==> src/verilog/app_irq_pkg.sv <==
`default_nettype none

package app_irq_pkg;

   // vector number carried on pex_msi_num.
   typedef logic [4:0] msi_num_t;

   // completion error flags reported by the application.
   typedef logic [2:0] cpl_err_t;

endpackage

`default_nettype wire

==> src/verilog/pcie_cfg_pkg.sv <==
`default_nettype none

package pcie_cfg_pkg;

   // register images as the hard core presents them.
   typedef logic [12:0] busdev_t;
   typedef logic [31:0] csr32_t;
   typedef logic [23:0] tcvcmap_t;
   typedef logic [15:0] msicsr_t;

   // fields the application actually looks at.
   typedef logic [7:0] bus_num_t;
   typedef logic [4:0] dev_num_t;
   typedef logic [2:0] size_code_t;
   typedef logic [5:0] link_width_t;
   typedef logic [2:0] mme_t;

   // bit positions of the decoded fields inside the register images.
   // the bus number sits above the device number in busdev.
   localparam int MPS_LSB      = 5;
   localparam int MRR_LSB      = 12;
   localparam int LWIDTH_LSB   = 20;
   localparam int MME_LSB      = 4;
   localparam int MSI_EN_BIT   = 0;
   localparam int INTX_DIS_BIT = 10;

endpackage

`default_nettype wire
==> src/verilog/app_sideband_top.sv <==
`timescale 1ns/1ps
`default_nettype none

module app_sideband_top #(
   parameter int NUM_VEC = 8
) (
   input  wire                             clk,
   input  wire                             rstn,
   input  wire pcie_cfg_pkg::busdev_t      cfg_busdev,
   input  wire pcie_cfg_pkg::csr32_t       cfg_devcsr,
   input  wire pcie_cfg_pkg::csr32_t       cfg_linkcsr,
   input  wire pcie_cfg_pkg::csr32_t       cfg_prmcsr,
   input  wire pcie_cfg_pkg::tcvcmap_t     cfg_tcvcmap,
   input  wire pcie_cfg_pkg::msicsr_t      cfg_msicsr,
   input  wire                             app_int_sts_ack,
   input  wire                             irq_req,
   input  wire app_irq_pkg::msi_num_t      irq_vec,
   input  wire app_irq_pkg::cpl_err_t      cpl_err,
   input  wire                             cpl_pending,
   output wire pcie_cfg_pkg::bus_num_t     bus_num,
   output wire pcie_cfg_pkg::dev_num_t     dev_num,
   output wire pcie_cfg_pkg::size_code_t   max_payload,
   output wire pcie_cfg_pkg::size_code_t   max_read_req,
   output wire pcie_cfg_pkg::link_width_t  link_width,
   output wire                             msi_enable,
   output wire pcie_cfg_pkg::mme_t         msi_mme,
   output wire                             int_disable,
   output wire                             cfg_changed,
   output wire pcie_cfg_pkg::tcvcmap_t     cfg_tcvcmap_app,
   output wire                             irq_done,
   output wire                             irq_busy,
   output wire                             app_int_sts_core,
   output wire app_irq_pkg::msi_num_t      pex_msi_num_core,
   output wire app_irq_pkg::cpl_err_t      cpl_err_core,
   output wire                             cpl_pending_core
);

   import pcie_cfg_pkg::*;
   import app_irq_pkg::*;

   busdev_t  busdev_del;
   csr32_t   devcsr_del;
   csr32_t   linkcsr_del;
   csr32_t   prmcsr_del;
   msicsr_t  msicsr_del;
   logic     ack_del;
   logic     irq_sts;
   msi_num_t irq_msi_num;

   icm_sideband u_sideband (
      .clk                 (clk),
      .rstn                (rstn),
      .cfg_busdev          (cfg_busdev),
      .cfg_devcsr          (cfg_devcsr),
      .cfg_linkcsr         (cfg_linkcsr),
      .cfg_prmcsr          (cfg_prmcsr),
      .cfg_tcvcmap         (cfg_tcvcmap),
      .cfg_msicsr          (cfg_msicsr),
      .app_int_sts_ack     (app_int_sts_ack),
      .app_int_sts         (irq_sts),
      .pex_msi_num         (irq_msi_num),
      .cpl_err             (cpl_err),
      .cpl_pending         (cpl_pending),
      .cfg_busdev_del      (busdev_del),
      .cfg_devcsr_del      (devcsr_del),
      .cfg_linkcsr_del     (linkcsr_del),
      .cfg_prmcsr_del      (prmcsr_del),
      .cfg_tcvcmap_del     (cfg_tcvcmap_app),
      .cfg_msicsr_del      (msicsr_del),
      .app_int_sts_ack_del (ack_del),
      .app_int_sts_del     (app_int_sts_core),
      .pex_msi_num_del     (pex_msi_num_core),
      .cpl_err_del         (cpl_err_core),
      .cpl_pending_del     (cpl_pending_core)
   );

   cfg_decode u_decode (
      .clk          (clk),
      .rstn         (rstn),
      .cfg_busdev   (busdev_del),
      .cfg_devcsr   (devcsr_del),
      .cfg_linkcsr  (linkcsr_del),
      .cfg_prmcsr   (prmcsr_del),
      .cfg_msicsr   (msicsr_del),
      .bus_num      (bus_num),
      .dev_num      (dev_num),
      .max_payload  (max_payload),
      .max_read_req (max_read_req),
      .link_width   (link_width),
      .msi_enable   (msi_enable),
      .msi_mme      (msi_mme),
      .int_disable  (int_disable),
      .cfg_changed  (cfg_changed)
   );

   irq_ctrl #(
      .NUM_VEC (NUM_VEC)
   ) u_irq (
      .clk         (clk),
      .rstn        (rstn),
      .irq_req     (irq_req),
      .irq_vec     (irq_vec),
      .msi_enable  (msi_enable),
      .int_disable (int_disable),
      .msi_mme     (msi_mme),
      .int_ack     (ack_del),
      .app_int_sts (irq_sts),
      .pex_msi_num (irq_msi_num),
      .irq_done    (irq_done),
      .irq_busy    (irq_busy)
   );

endmodule

`default_nettype wire

==> src/verilog/cfg_decode.sv <==
`timescale 1ns/1ps
`default_nettype none

module cfg_decode (
   input  wire                            clk,
   input  wire                            rstn,
   input  wire pcie_cfg_pkg::busdev_t     cfg_busdev,
   input  wire pcie_cfg_pkg::csr32_t      cfg_devcsr,
   input  wire pcie_cfg_pkg::csr32_t      cfg_linkcsr,
   input  wire pcie_cfg_pkg::csr32_t      cfg_prmcsr,
   input  wire pcie_cfg_pkg::msicsr_t     cfg_msicsr,
   output pcie_cfg_pkg::bus_num_t         bus_num,
   output pcie_cfg_pkg::dev_num_t         dev_num,
   output pcie_cfg_pkg::size_code_t       max_payload,
   output pcie_cfg_pkg::size_code_t       max_read_req,
   output pcie_cfg_pkg::link_width_t      link_width,
   output logic                           msi_enable,
   output pcie_cfg_pkg::mme_t             msi_mme,
   output logic                           int_disable,
   output logic                           cfg_changed
);

   import pcie_cfg_pkg::*;

   bus_num_t    bus_nxt;
   dev_num_t    dev_nxt;
   size_code_t  mps_nxt;
   size_code_t  mrr_nxt;
   link_width_t lw_nxt;
   logic        msi_en_nxt;
   mme_t        mme_nxt;
   logic        intx_dis_nxt;
   logic        diff;

   always_comb begin
      dev_nxt      = cfg_busdev[0 +: $bits(dev_num_t)];
      bus_nxt      = cfg_busdev[$bits(dev_num_t) +: $bits(bus_num_t)];
      mps_nxt      = cfg_devcsr[MPS_LSB +: $bits(size_code_t)];
      mrr_nxt      = cfg_devcsr[MRR_LSB +: $bits(size_code_t)];
      lw_nxt       = cfg_linkcsr[LWIDTH_LSB +: $bits(link_width_t)];
      msi_en_nxt   = cfg_msicsr[MSI_EN_BIT];
      mme_nxt      = cfg_msicsr[MME_LSB +: $bits(mme_t)];
      intx_dis_nxt = cfg_prmcsr[INTX_DIS_BIT];
   end

   // compare against what is currently held, so the strobe lines up
   // with the first cycle the new values are visible.
   assign diff = (bus_nxt != bus_num) || (dev_nxt != dev_num) ||
                 (mps_nxt != max_payload) || (mrr_nxt != max_read_req) ||
                 (lw_nxt != link_width) || (msi_en_nxt != msi_enable) ||
                 (mme_nxt != msi_mme) || (intx_dis_nxt != int_disable);

   always_ff @(posedge clk or negedge rstn) begin
      if (!rstn) begin
         bus_num      <= '0;
         dev_num      <= '0;
         max_payload  <= '0;
         max_read_req <= '0;
         link_width   <= '0;
         msi_enable   <= 1'b0;
         msi_mme      <= '0;
         int_disable  <= 1'b0;
         cfg_changed  <= 1'b0;
      end else begin
         bus_num      <= bus_nxt;
         dev_num      <= dev_nxt;
         max_payload  <= mps_nxt;
         max_read_req <= mrr_nxt;
         link_width   <= lw_nxt;
         msi_enable   <= msi_en_nxt;
         msi_mme      <= mme_nxt;
         int_disable  <= intx_dis_nxt;
         cfg_changed  <= diff;
      end
   end

endmodule

`default_nettype wire

==> src/verilog/icm_sideband.sv <==
`timescale 1ns/1ps
`default_nettype none

module icm_sideband (
   input  wire                           clk,
   input  wire                           rstn,
   input  wire pcie_cfg_pkg::busdev_t    cfg_busdev,
   input  wire pcie_cfg_pkg::csr32_t     cfg_devcsr,
   input  wire pcie_cfg_pkg::csr32_t     cfg_linkcsr,
   input  wire pcie_cfg_pkg::csr32_t     cfg_prmcsr,
   input  wire pcie_cfg_pkg::tcvcmap_t   cfg_tcvcmap,
   input  wire pcie_cfg_pkg::msicsr_t    cfg_msicsr,
   input  wire                           app_int_sts_ack,
   input  wire                           app_int_sts,
   input  wire app_irq_pkg::msi_num_t    pex_msi_num,
   input  wire app_irq_pkg::cpl_err_t    cpl_err,
   input  wire                           cpl_pending,
   output pcie_cfg_pkg::busdev_t         cfg_busdev_del,
   output pcie_cfg_pkg::csr32_t          cfg_devcsr_del,
   output pcie_cfg_pkg::csr32_t          cfg_linkcsr_del,
   output pcie_cfg_pkg::csr32_t          cfg_prmcsr_del,
   output pcie_cfg_pkg::tcvcmap_t        cfg_tcvcmap_del,
   output pcie_cfg_pkg::msicsr_t         cfg_msicsr_del,
   output logic                          app_int_sts_ack_del,
   output logic                          app_int_sts_del,
   output app_irq_pkg::msi_num_t         pex_msi_num_del,
   output app_irq_pkg::cpl_err_t         cpl_err_del,
   output logic                          cpl_pending_del
);

   // one flop per signal in each direction so that the core boundary
   // is a clean register-to-register path.
   always_ff @(posedge clk or negedge rstn) begin
      if (!rstn) begin
         cfg_busdev_del      <= '0;
         cfg_devcsr_del      <= '0;
         cfg_linkcsr_del     <= '0;
         cfg_prmcsr_del      <= '0;
         cfg_tcvcmap_del     <= '0;
         cfg_msicsr_del      <= '0;
         app_int_sts_ack_del <= 1'b0;
         app_int_sts_del     <= 1'b0;
         pex_msi_num_del     <= '0;
         cpl_err_del         <= '0;
         cpl_pending_del     <= 1'b0;
      end else begin
         cfg_busdev_del      <= cfg_busdev;
         cfg_devcsr_del      <= cfg_devcsr;
         cfg_linkcsr_del     <= cfg_linkcsr;
         cfg_prmcsr_del      <= cfg_prmcsr;
         cfg_tcvcmap_del     <= cfg_tcvcmap;
         cfg_msicsr_del      <= cfg_msicsr;
         app_int_sts_ack_del <= app_int_sts_ack;
         app_int_sts_del     <= app_int_sts;
         pex_msi_num_del     <= pex_msi_num;
         cpl_err_del         <= cpl_err;
         cpl_pending_del     <= cpl_pending;
      end
   end

endmodule

`default_nettype wire

==> src/verilog/irq_ctrl.sv <==
`timescale 1ns/1ps
`default_nettype none

module irq_ctrl #(
   parameter int NUM_VEC = 8
) (
   input  wire                           clk,
   input  wire                           rstn,
   input  wire                           irq_req,
   input  wire app_irq_pkg::msi_num_t    irq_vec,
   input  wire                           msi_enable,
   input  wire                           int_disable,
   input  wire pcie_cfg_pkg::mme_t       msi_mme,
   input  wire                           int_ack,
   output logic                          app_int_sts,
   output app_irq_pkg::msi_num_t         pex_msi_num,
   output logic                          irq_done,
   output logic                          irq_busy
);

   import app_irq_pkg::*;
   import pcie_cfg_pkg::*;

   localparam logic [NUM_VEC-1:0] VEC_ONE = 1;

   logic [NUM_VEC-1:0] pending;
   logic [NUM_VEC-1:0] set_mask;
   logic [NUM_VEC-1:0] clr_mask;
   logic               found;
   logic               can_issue;
   msi_num_t           low_vec;
   msi_num_t           cur_vec;

   // with 2**mme vectors allocated the core only sees the low mme bits.
   function automatic msi_num_t msi_fold(msi_num_t vec, mme_t mme);
      logic [31:0] mask;
      mask = ~(32'hffff_ffff << mme);
      return vec & mask[$bits(msi_num_t)-1:0];
   endfunction

   // out of range vectors are dropped here.
   assign set_mask = (irq_req && (int'(irq_vec) < NUM_VEC)) ? (VEC_ONE << irq_vec) : '0;
   assign clr_mask = (app_int_sts && int_ack) ? (VEC_ONE << cur_vec) : '0;

   assign can_issue = msi_enable || !int_disable;
   assign irq_busy  = app_int_sts;

   // lowest pending vector wins.
   always_comb begin
      found   = 1'b0;
      low_vec = '0;
      for (int i = NUM_VEC - 1; i >= 0; i--) begin
         if (pending[i]) begin
            found   = 1'b1;
            low_vec = msi_num_t'(i);
         end
      end
   end

   always_ff @(posedge clk or negedge rstn) begin
      if (!rstn) begin
         pending     <= '0;
         app_int_sts <= 1'b0;
         cur_vec     <= '0;
         pex_msi_num <= '0;
         irq_done    <= 1'b0;
      end else begin
         // a fresh strobe for the vector being acknowledged survives the clear.
         pending  <= (pending & ~clr_mask) | set_mask;
         irq_done <= 1'b0;
         if (app_int_sts) begin
            if (int_ack) begin
               app_int_sts <= 1'b0;
               irq_done    <= 1'b1;
            end
         end else if (found && can_issue) begin
            // only reached with app_int_sts low, so there is always
            // at least one low cycle between two requests.
            app_int_sts <= 1'b1;
            cur_vec     <= low_vec;
            pex_msi_num <= msi_enable ? msi_fold(low_vec, msi_mme) : '0;
         end
      end
   end

endmodule

`default_nettype wire

==> config.mk <==
export PLATFORM = sky130hd
export DESIGN_NAME = app_sideband_top
export DESIGN_NICKNAME = d
export VERILOG_FILES = /design/src/verilog/app_irq_pkg.sv /design/src/verilog/pcie_cfg_pkg.sv /design/src/verilog/app_sideband_top.sv /design/src/verilog/cfg_decode.sv /design/src/verilog/icm_sideband.sv /design/src/verilog/irq_ctrl.sv
export SDC_FILE = /design/constraint.sdc
export NUM_CORES = 1
export LEC_CHECK = 0
export BUFFER_PORTS_ARGS = -buffer_cell sky130_fd_sc_hd__buf_2
export CAP_MARGIN = 20
export CORE_AREA = 2 2 84 102
export DETAILED_ROUTE_END_ITERATION = 10
export DIE_AREA = 0 0 86 104
export GPL_TIMING_DRIVEN = 0
export PLACE_DENSITY = 0.82
export SYNTH_ARGS = -nofsm -noshare
export SYNTH_HDL_FRONTEND = slang
export SYNTH_SLANG_ARGS = --single-unit
==> constraint.sdc <==
create_clock -name clk -period 2.6 [get_ports clk]
set_input_delay 0.65 -clock clk [delete_from_list [all_inputs] [get_ports clk]]
set_output_delay 0.65 -clock clk [all_outputs]
set_load 0.05 [all_outputs]
-- After elaboration in Yosys (flattened, before gate mapping)
Index checks and enable logic that the tools add are counted.
- bits in registers: 158
- word-level logic and storage cells: 80
- bits of input ports: 162
- multiplexer cells: 24
- reduce and logical (&&, ||, !) cells: 13
- bitwise gates (word level): 6
- shift operators: 3
- order comparisons: 1
- eq/ne operators: 8
- operator list (kind ; count):
    $shl 32x3->5 const A ; 1
    $mux 3 ; 8
    $mux 8 ; 2
    $shl 1x5->8 const A ; 2
    $mux 1 ; 13
    $ne 3x3->1 ; 3
    $and 8x8->8 ; 1
    $logic_or 1x1->1 ; 8
    $ne 8x8->1 ; 1
    $not 8->8 ; 1
    $or 8x8->8 ; 1
    $ne 6x6->1 ; 1
    $and 3x5->5 ; 1
    $lt 5x4->1 const B ; 1
    $mux 5 ; 1
    $ne 5x5->1 ; 1
    $not 5->5 ; 1
    $logic_and 1x1->1 ; 3
    $ne 1x1->1 ; 2
    $reduce_and 2->1 ; 1
    $logic_not 1->1 ; 1
    $not 1->1 ; 1

-- Logic depth before layout (Yosys ltp)
Gate-level depths: netlist (run 1).
- depth in word-level cells: 11
- gate-level depth with buffers: 4
- mapped depth without buffers: 4

-- Modules after synthesis
From an unflattened synthesis (run 1), not the netlist that was laid out.
- cell total of the unflattened synthesis: 316
- area total of the unflattened synthesis: 5916.9 um^2
- modules (own cells, without submodules) (module ; times used ; area an instance (um^2) ; cells each):
    icm_sideband ; 1 ; 4003.8 ; 160
    cfg_decode ; 1 ; 1099.8 ; 71
    irq_ctrl ; 1 ; 813.3 ; 85

-- Least setup slack after synthesis (run 1)
OpenSTA, ideal clock, no wires.
- path kind: reg-to-reg
- from: register u_decode.msi_enable
- to: register u_irq.pex_msi_num[1]
- path slack: 861 ps
- required time: 2523 ps
- period minus slack after synthesis: 1739 ps
- arrival: 1662 ps
- stages on the path, launching flop included: 5
- cell sequence: dfrtp_1 > nor2b_1 > a211o_2 > a2111o_1 > o21ai_1
- word-level cells in the longest chain between the ends: 3
- elaborated cells on any way between the ends: 4
- those cells by class: mux: 1; reduce/logical: 3
- RTL lines (element ; line ; source):
    from (decl) ; cfg_decode.sv:17 ; output logic msi_enable,
    from (signal assigned) ; cfg_decode.sv:70 ; msi_enable <= msi_en_nxt;
    $logic_or 1x1->1 ; irq_ctrl.sv:45 ; assign can_issue = msi_enable || !int_disable;
    $logic_and 1x1->1 ; irq_ctrl.sv:76 ; end else if (found && can_issue) begin
    $reduce_and 2->1 (no source line) ; -- ;
    to (signal assigned) ; irq_ctrl.sv:81 ; pex_msi_num <= msi_enable ? msi_fold(low_vec, msi_mme) : '0;
    to (decl) ; irq_ctrl.sv:16 ; output app_irq_pkg::msi_num_t pex_msi_num,
Several ways; a longest one is shown, not always the timed one.
A chain may end at the register's enable or synchronous reset.

-- Worst setup path in the final report (run 1)
- from: register u_decode.msi_enable
- to: output port msi_enable
- RTL lines (element ; line ; source):
    to (decl) ; app_sideband_top.sv:25 ; output wire msi_enable,
No word-level cell between the ends.

==> metrics.txt, run 1 <==
crit path max fanout 6; IO buf count 131; synthesized flop and latch total 110; top-count cell post-synth dfrtp_1; antenna viol nets, final 0; Die Y 104 um; HP Class primary input to async pin; GRT Resource Usage Total 0.163; post-synth cell types 29; Main synth FF type dfrtp_1; CTS tree yes; core area 0.00797 mm^2; pre-CTS setup slack 1030 ps; gpl congestion 0.768; Clock Root Buffer clkbuf_8; synth top area cells dfrtp_1 80%, xnor2_1 5.1%, o21ai_0 2.8%; DP Cell Count 442; CP max-delay cell dfrtp_1; ys async rst share 1.00; Final period util 0.688; post-synth top area share 0.800; fillers 678; row cnt 36; Static Leakage 2.13 nW; fmax 559 MHz; CTS Sinks 110; Mapped Cells 214; post-cts gate resize count 0; number of buffers and inverters on the critical path 1; first-pass GRT wire length 10900 um; slew margin rel. 0.490; hold slack final 354 ps; count of final hold-check violations 0; outcome completed; Final nets 520; Post-CTS Hold Buffers 0; clock transition at the registers of the reported paths 110 ps; Total Wirelength 6760 um; worst-path cell chain buf_2; # DRC 0; top post-synthesis cells by count 110 x dfrtp_1, 20 x xnor2_1, 19 x o21ai_0; Mean Syn Cell Area 16.1 um^2; max incr delay on CP 460 ps; number of synthesis warnings 0; Setup crit end kind output port; leading area contributor after synthesis dfrtp_1; Ports 229; fin crit period 1790 ps; DIE WIDTH 86 um; sequential area share after synthesis 0.800; H-Tree Depth 3; number of max-cap violations 0; Area Overhead vs Synth 29.1%; grt total ovfl 0; initial antenna violation count 0; antenna diode count 0; Post-Syn Area 0.00344 mm^2; critical path's top delay family flip-flops; Post-synth EDFFs 0; die area 0.00894 mm^2; Starting Density 0.432; Longest Clk Path Bufs 2; worst skew pair latency 370 ps; CP Data Required Time 1950 ps; via count 2152; unrepaired setup endpoints after global routing false; pwr/cell area 859 mW/mm^2; HPWL after detailed placement 5160 um; post-CTS setup buffers 0; peak supply drop 440 uV; share of layout cells above drive strength 1 0.421; CTS buffer count 9; Worst Setup Start Kind flip-flop; Worst-Margin Slew 765 ps; drt pass-1 iters 3; final setup margin 810 ps; non-filler instance count after layout 458; routed via count divided by cell count 4.70; initial DRC count 69; pin count of the biggest net entering global routing 62; Worst Clk Skew 10.1 ps; Worst Path Arrival 1140 ps; WL/cell 14.8 um; Final Max Tran Viols 0; vias in the first global route 2333; final setup vio count 0; fin util 0.557; CP Class flip-flop to output port
[final timing paths]
path / from / end / slack (ps) / cells after the start
setup / recovery: u_decode.msi_enable / msi_enable / 810 / 1
hold / removal: rstn / u_irq.pending[7] / 350 / 1
setup reg to reg: u_decode.int_disable / u_irq.pex_msi_num[1] / 1020 / 4
hold reg to reg: u_irq.pex_msi_num[2] / u_sideband.pex_msi_num_del[2] / 390 / 0
max in group asynchronous: rstn / u_sideband.cfg_tcvcmap_del[21] / 1560 / 2
min in group clk: cfg_busdev[11] / u_sideband.cfg_busdev_del[11] / 370 / 1
[per-layer routing]
metal,part of all wire,track usage
met5,0,0
met4,0.024,0.0850
met3,0.097,0.0571
met2,0.50,0.264
met1,0.38,0.187
[layout by cell type (no fill, tap or decap), types with 3 or more instances in the layout]
cell type / n
buf_2: 130
nor2b_1: 3
nand4_1: 6
xor2_1: 10
clkbuf_8: 9
nor3_1: 3
o21ai_0: 19
o31ai_1: 3
nor2_1: 4
xnor2_1: 20
buf_4: 3
nor4_1: 5
nand2_1: 9
dfrtp_1: 110
nand2b_1: 3
[metrics by stage]
step                      cell area, um^2  total power, mW  setup TNS [ps]
after floorplan                      3450             2.62               0
after detailed placement             4250             2.89               0
after global placement               4220             2.86          -27640
after global routing                 4440             4.01               0
final                                4440             3.82               0
after CTS                            4440             3.86               0
[cell families (layout without fill, tap and decap cells)]
kind of cell,count (synthesis),after routing,share of synthesized area
AND/OR/NAND/NOR,40,40,0.0636
AO/OA/AOI/OAI,30,30,0.0538
XOR/XNOR,30,30,0.0763
flip-flops,110,110,0.800
other,1,2,0.00109
buffers and inverters,3,151,0.00545
[area by class of cell]
cell class / instances / area (um^2) / share of cell area
Buffer: 2 / 15.0 / 0.00338
Clock buffer: 9 / 124 / 0.0279
Clock inverter: 7 / 68.8 / 0.0155
Inverter: 1 / 3.75 / 0.000845
Multi-Input combinational cell: 102 / 674 / 0.152
Sequential cell: 110 / 2750 / 0.620
Tap cell: 95 / 119 / 0.0268
Timing Repair Buffer: 132 / 686 / 0.154
[report_power, final]
group          switching (mW)  internal [mW]  total [mW]  leakage (nW)
clock network           0.601          0.369       0.971        0.0907
registers               0.158           1.91        2.07          1.30
logic                   0.526          0.249       0.776         0.747
[sequential cells by signal (all words and copies together), names as in the netlist, 3 cells and up]
register                    count
u_decode.max_payload            3
u_sideband.cpl_err_del          3
u_sideband.pex_msi_num_del      3
u_decode.msi_mme                3
u_decode.max_read_req           3
u_sideband.cfg_devcsr_del       6
u_sideband.cfg_busdev_del      13
u_irq.pex_msi_num               3
u_decode.link_width             6
u_decode.dev_num                5
u_irq.pending                   8
u_decode.bus_num                8
u_sideband.cfg_msicsr_del       4
u_sideband.cfg_tcvcmap_del     24
u_irq.cur_vec                   3
u_sideband.cfg_linkcsr_del      6
Note: power is estimated with default switching activity, not from simulation.
==> run 2: changes to the inputs <==
--- a/config.mk
+++ b/config.mk
@@ -7,11 +7,11 @@
 export LEC_CHECK = 0
 export BUFFER_PORTS_ARGS = -buffer_cell sky130_fd_sc_hd__buf_2
 export CAP_MARGIN = 20
-export CORE_AREA = 2 2 84 102
+export CORE_AREA = 2 2 87 106
 export DETAILED_ROUTE_END_ITERATION = 10
-export DIE_AREA = 0 0 86 104
+export DIE_AREA = 0 0 89 108
 export GPL_TIMING_DRIVEN = 0
-export PLACE_DENSITY = 0.82
+export PLACE_DENSITY = 0.77
 export SYNTH_ARGS = -nofsm -noshare
 export SYNTH_HDL_FRONTEND = slang
 export SYNTH_SLANG_ARGS = --single-unit
==> constraint.sdc (replaced) <==
create_clock -name clk -period 1.7 [get_ports clk]
set_input_delay 0.425 -clock clk [delete_from_list [all_inputs] [get_ports clk]]
set_output_delay 0.425 -clock clk [all_outputs]
set_load 0.05 [all_outputs]
==> run 2 against run 1 <==
  * Die area rose by 7.5%
  * Worst hold slack got worse by 270 ps
  * Worst setup slack lost 740 ps
  * Utilization fell by 3.0 points
  * First-iteration DRC count increased by 29%
  * Critical endpoint is now u_irq.pex_msi_num[1]
  * Largest cell class unchanged
  * Largest power group unchanged
==> metrics.txt, run 2 (synthesized netlist as in run 1, its figures left out) <==
pwr/cell area 1320 mW/mm^2; unrepaired setup endpoints after global routing false; row cnt 37; final setup vio count 0; Worst Path Arrival 1920 ps; HPWL after detailed placement 5030 um; initial antenna violation count 0; antenna viol nets, final 0; pin count of the biggest net entering global routing 60; Final period util 0.961; peak supply drop 612 uV; outcome completed; drt pass-1 iters 4; routed via count divided by cell count 4.55; Die Y 108 um; H-Tree Depth 3; Regs by FF count u_sideband.cfg_tcvcmap_del: 24 flops, u_sideband.cfg_busdev_del: 13 flops; via count 2183; CP Class flip-flop to flip-flop; Starting Density 0.404; Worst Setup Start Kind flip-flop; fmax 612 MHz; Ports 229; Final Max Tran Viols 0; crit path max fanout 8; antenna diode count 0; fin util 0.528; Static Leakage 2.15 nW; most frequent cells in the layout 130 x buf_2, 108 x dfrtp_1, 20 x xnor2_1, 19 x o21ai_0, 10 x xor2_1; vias in the first global route 2394; die area 0.00961 mm^2; Clock Root Buffer clkbuf_8; Total Wirelength 6560 um; Final nets 520; max reg flops 24; initial DRC count 89; IO buf count 131; first-pass GRT wire length 10700 um; CTS Sinks 110; Area Overhead vs Synth 30.6%; slew margin rel. 0.569; hold slack final 78.8 ps; Worst Clk Skew 8.81 ps; CTS tree yes; share of layout cells above drive strength 1 0.430; most common cell after layout, fill and taps aside buf_2; grt total ovfl 0; WL/cell 13.7 um; count of final hold-check violations 0; number of max-cap violations 0; # DRC 0; worst skew pair latency 370 ps; DIE WIDTH 89 um; fin crit period 1630 ps; GRT Resource Usage Total 0.151; post-CTS setup buffers 0; core area 0.00852 mm^2; HP Class primary input to async pin; CTS buffer count 9; aggregate negative setup slack 0 ps; Worst-Margin Slew 646 ps; power after layout 5.94 mW; Longest Clk Path Bufs 2; Setup crit end kind flip-flop; gpl congestion 0.899; CP Data Required Time 1990 ps; clock transition at the registers of the reported paths 100 ps; Post-CTS Hold Buffers 0; Top reg by flops u_sideband.cfg_tcvcmap_del; post-cts gate resize count 0
==> run 2: power breakdown <==
group	switching, mW	internal (mW)
clock	0.932	0.596
combinational	0.837	0.388
sequential	0.259	2.93
==> run 2: area by class of cell <==
type / count / area, um^2
repair buffers: 132 / 686
clock buffers: 9 / 124
plain buffers: 2 / 15.0
multi-input cells: 102 / 681
flip-flops and latches: 110 / 2760
inverters: 1 / 3.75
clock inverters: 7 / 83.8
fillers: 749 / 4020
well taps: 117 / 146
==> run 2: worst max-delay path: stages, from the launching register on <==
cell,delay (ps)
dfrtp_2,430
nor2b_1,160
a211o_2,350
a2111o_1,470
o21ai_1,160
==> run 2: worst paths after layout <==
kind                                           start                            end  slack [ps]  depth (start not counted)
worst min register to register  u_irq.pex_msi_num[2]  u_sideband.pex_msi_num_del[2]         390                          0
worst min-delay path                            rstn               u_irq.pending[6]          80                          1
worst max register to register  u_decode.int_disable           u_irq.pex_msi_num[1]          70                          4
max in group asynchronous                       rstn            u_decode.msi_enable         930                          2
min in group clk                       cfg_devcsr[5]   u_sideband.cfg_devcsr_del[5]         150                          1
worst max-delay path            u_decode.int_disable           u_irq.pex_msi_num[1]          70                          4
==> run 2: through the flow <==
step	cells	cell area (um^2)	setup slack [ps]
final	480	4490	65.6
after global routing	480	4490	3.19
after CTS	480	4490	69.9
after detailed placement	464	4280	87.6
after global placement	463	4250	-1040
after floorplan	215	3450	84.1
==> run 2: metal layers <==
metal | vias to the layer above | GRT usage | share of wire
li1 | 1008 | - | -
met1 | 1048 | 0.183 | 0.40
met2 | 115 | 0.226 | 0.47
met3 | 12 | 0.0733 | 0.11
met4 | 0 | 0.0704 | 0.020
met5 | - | 0 | 0
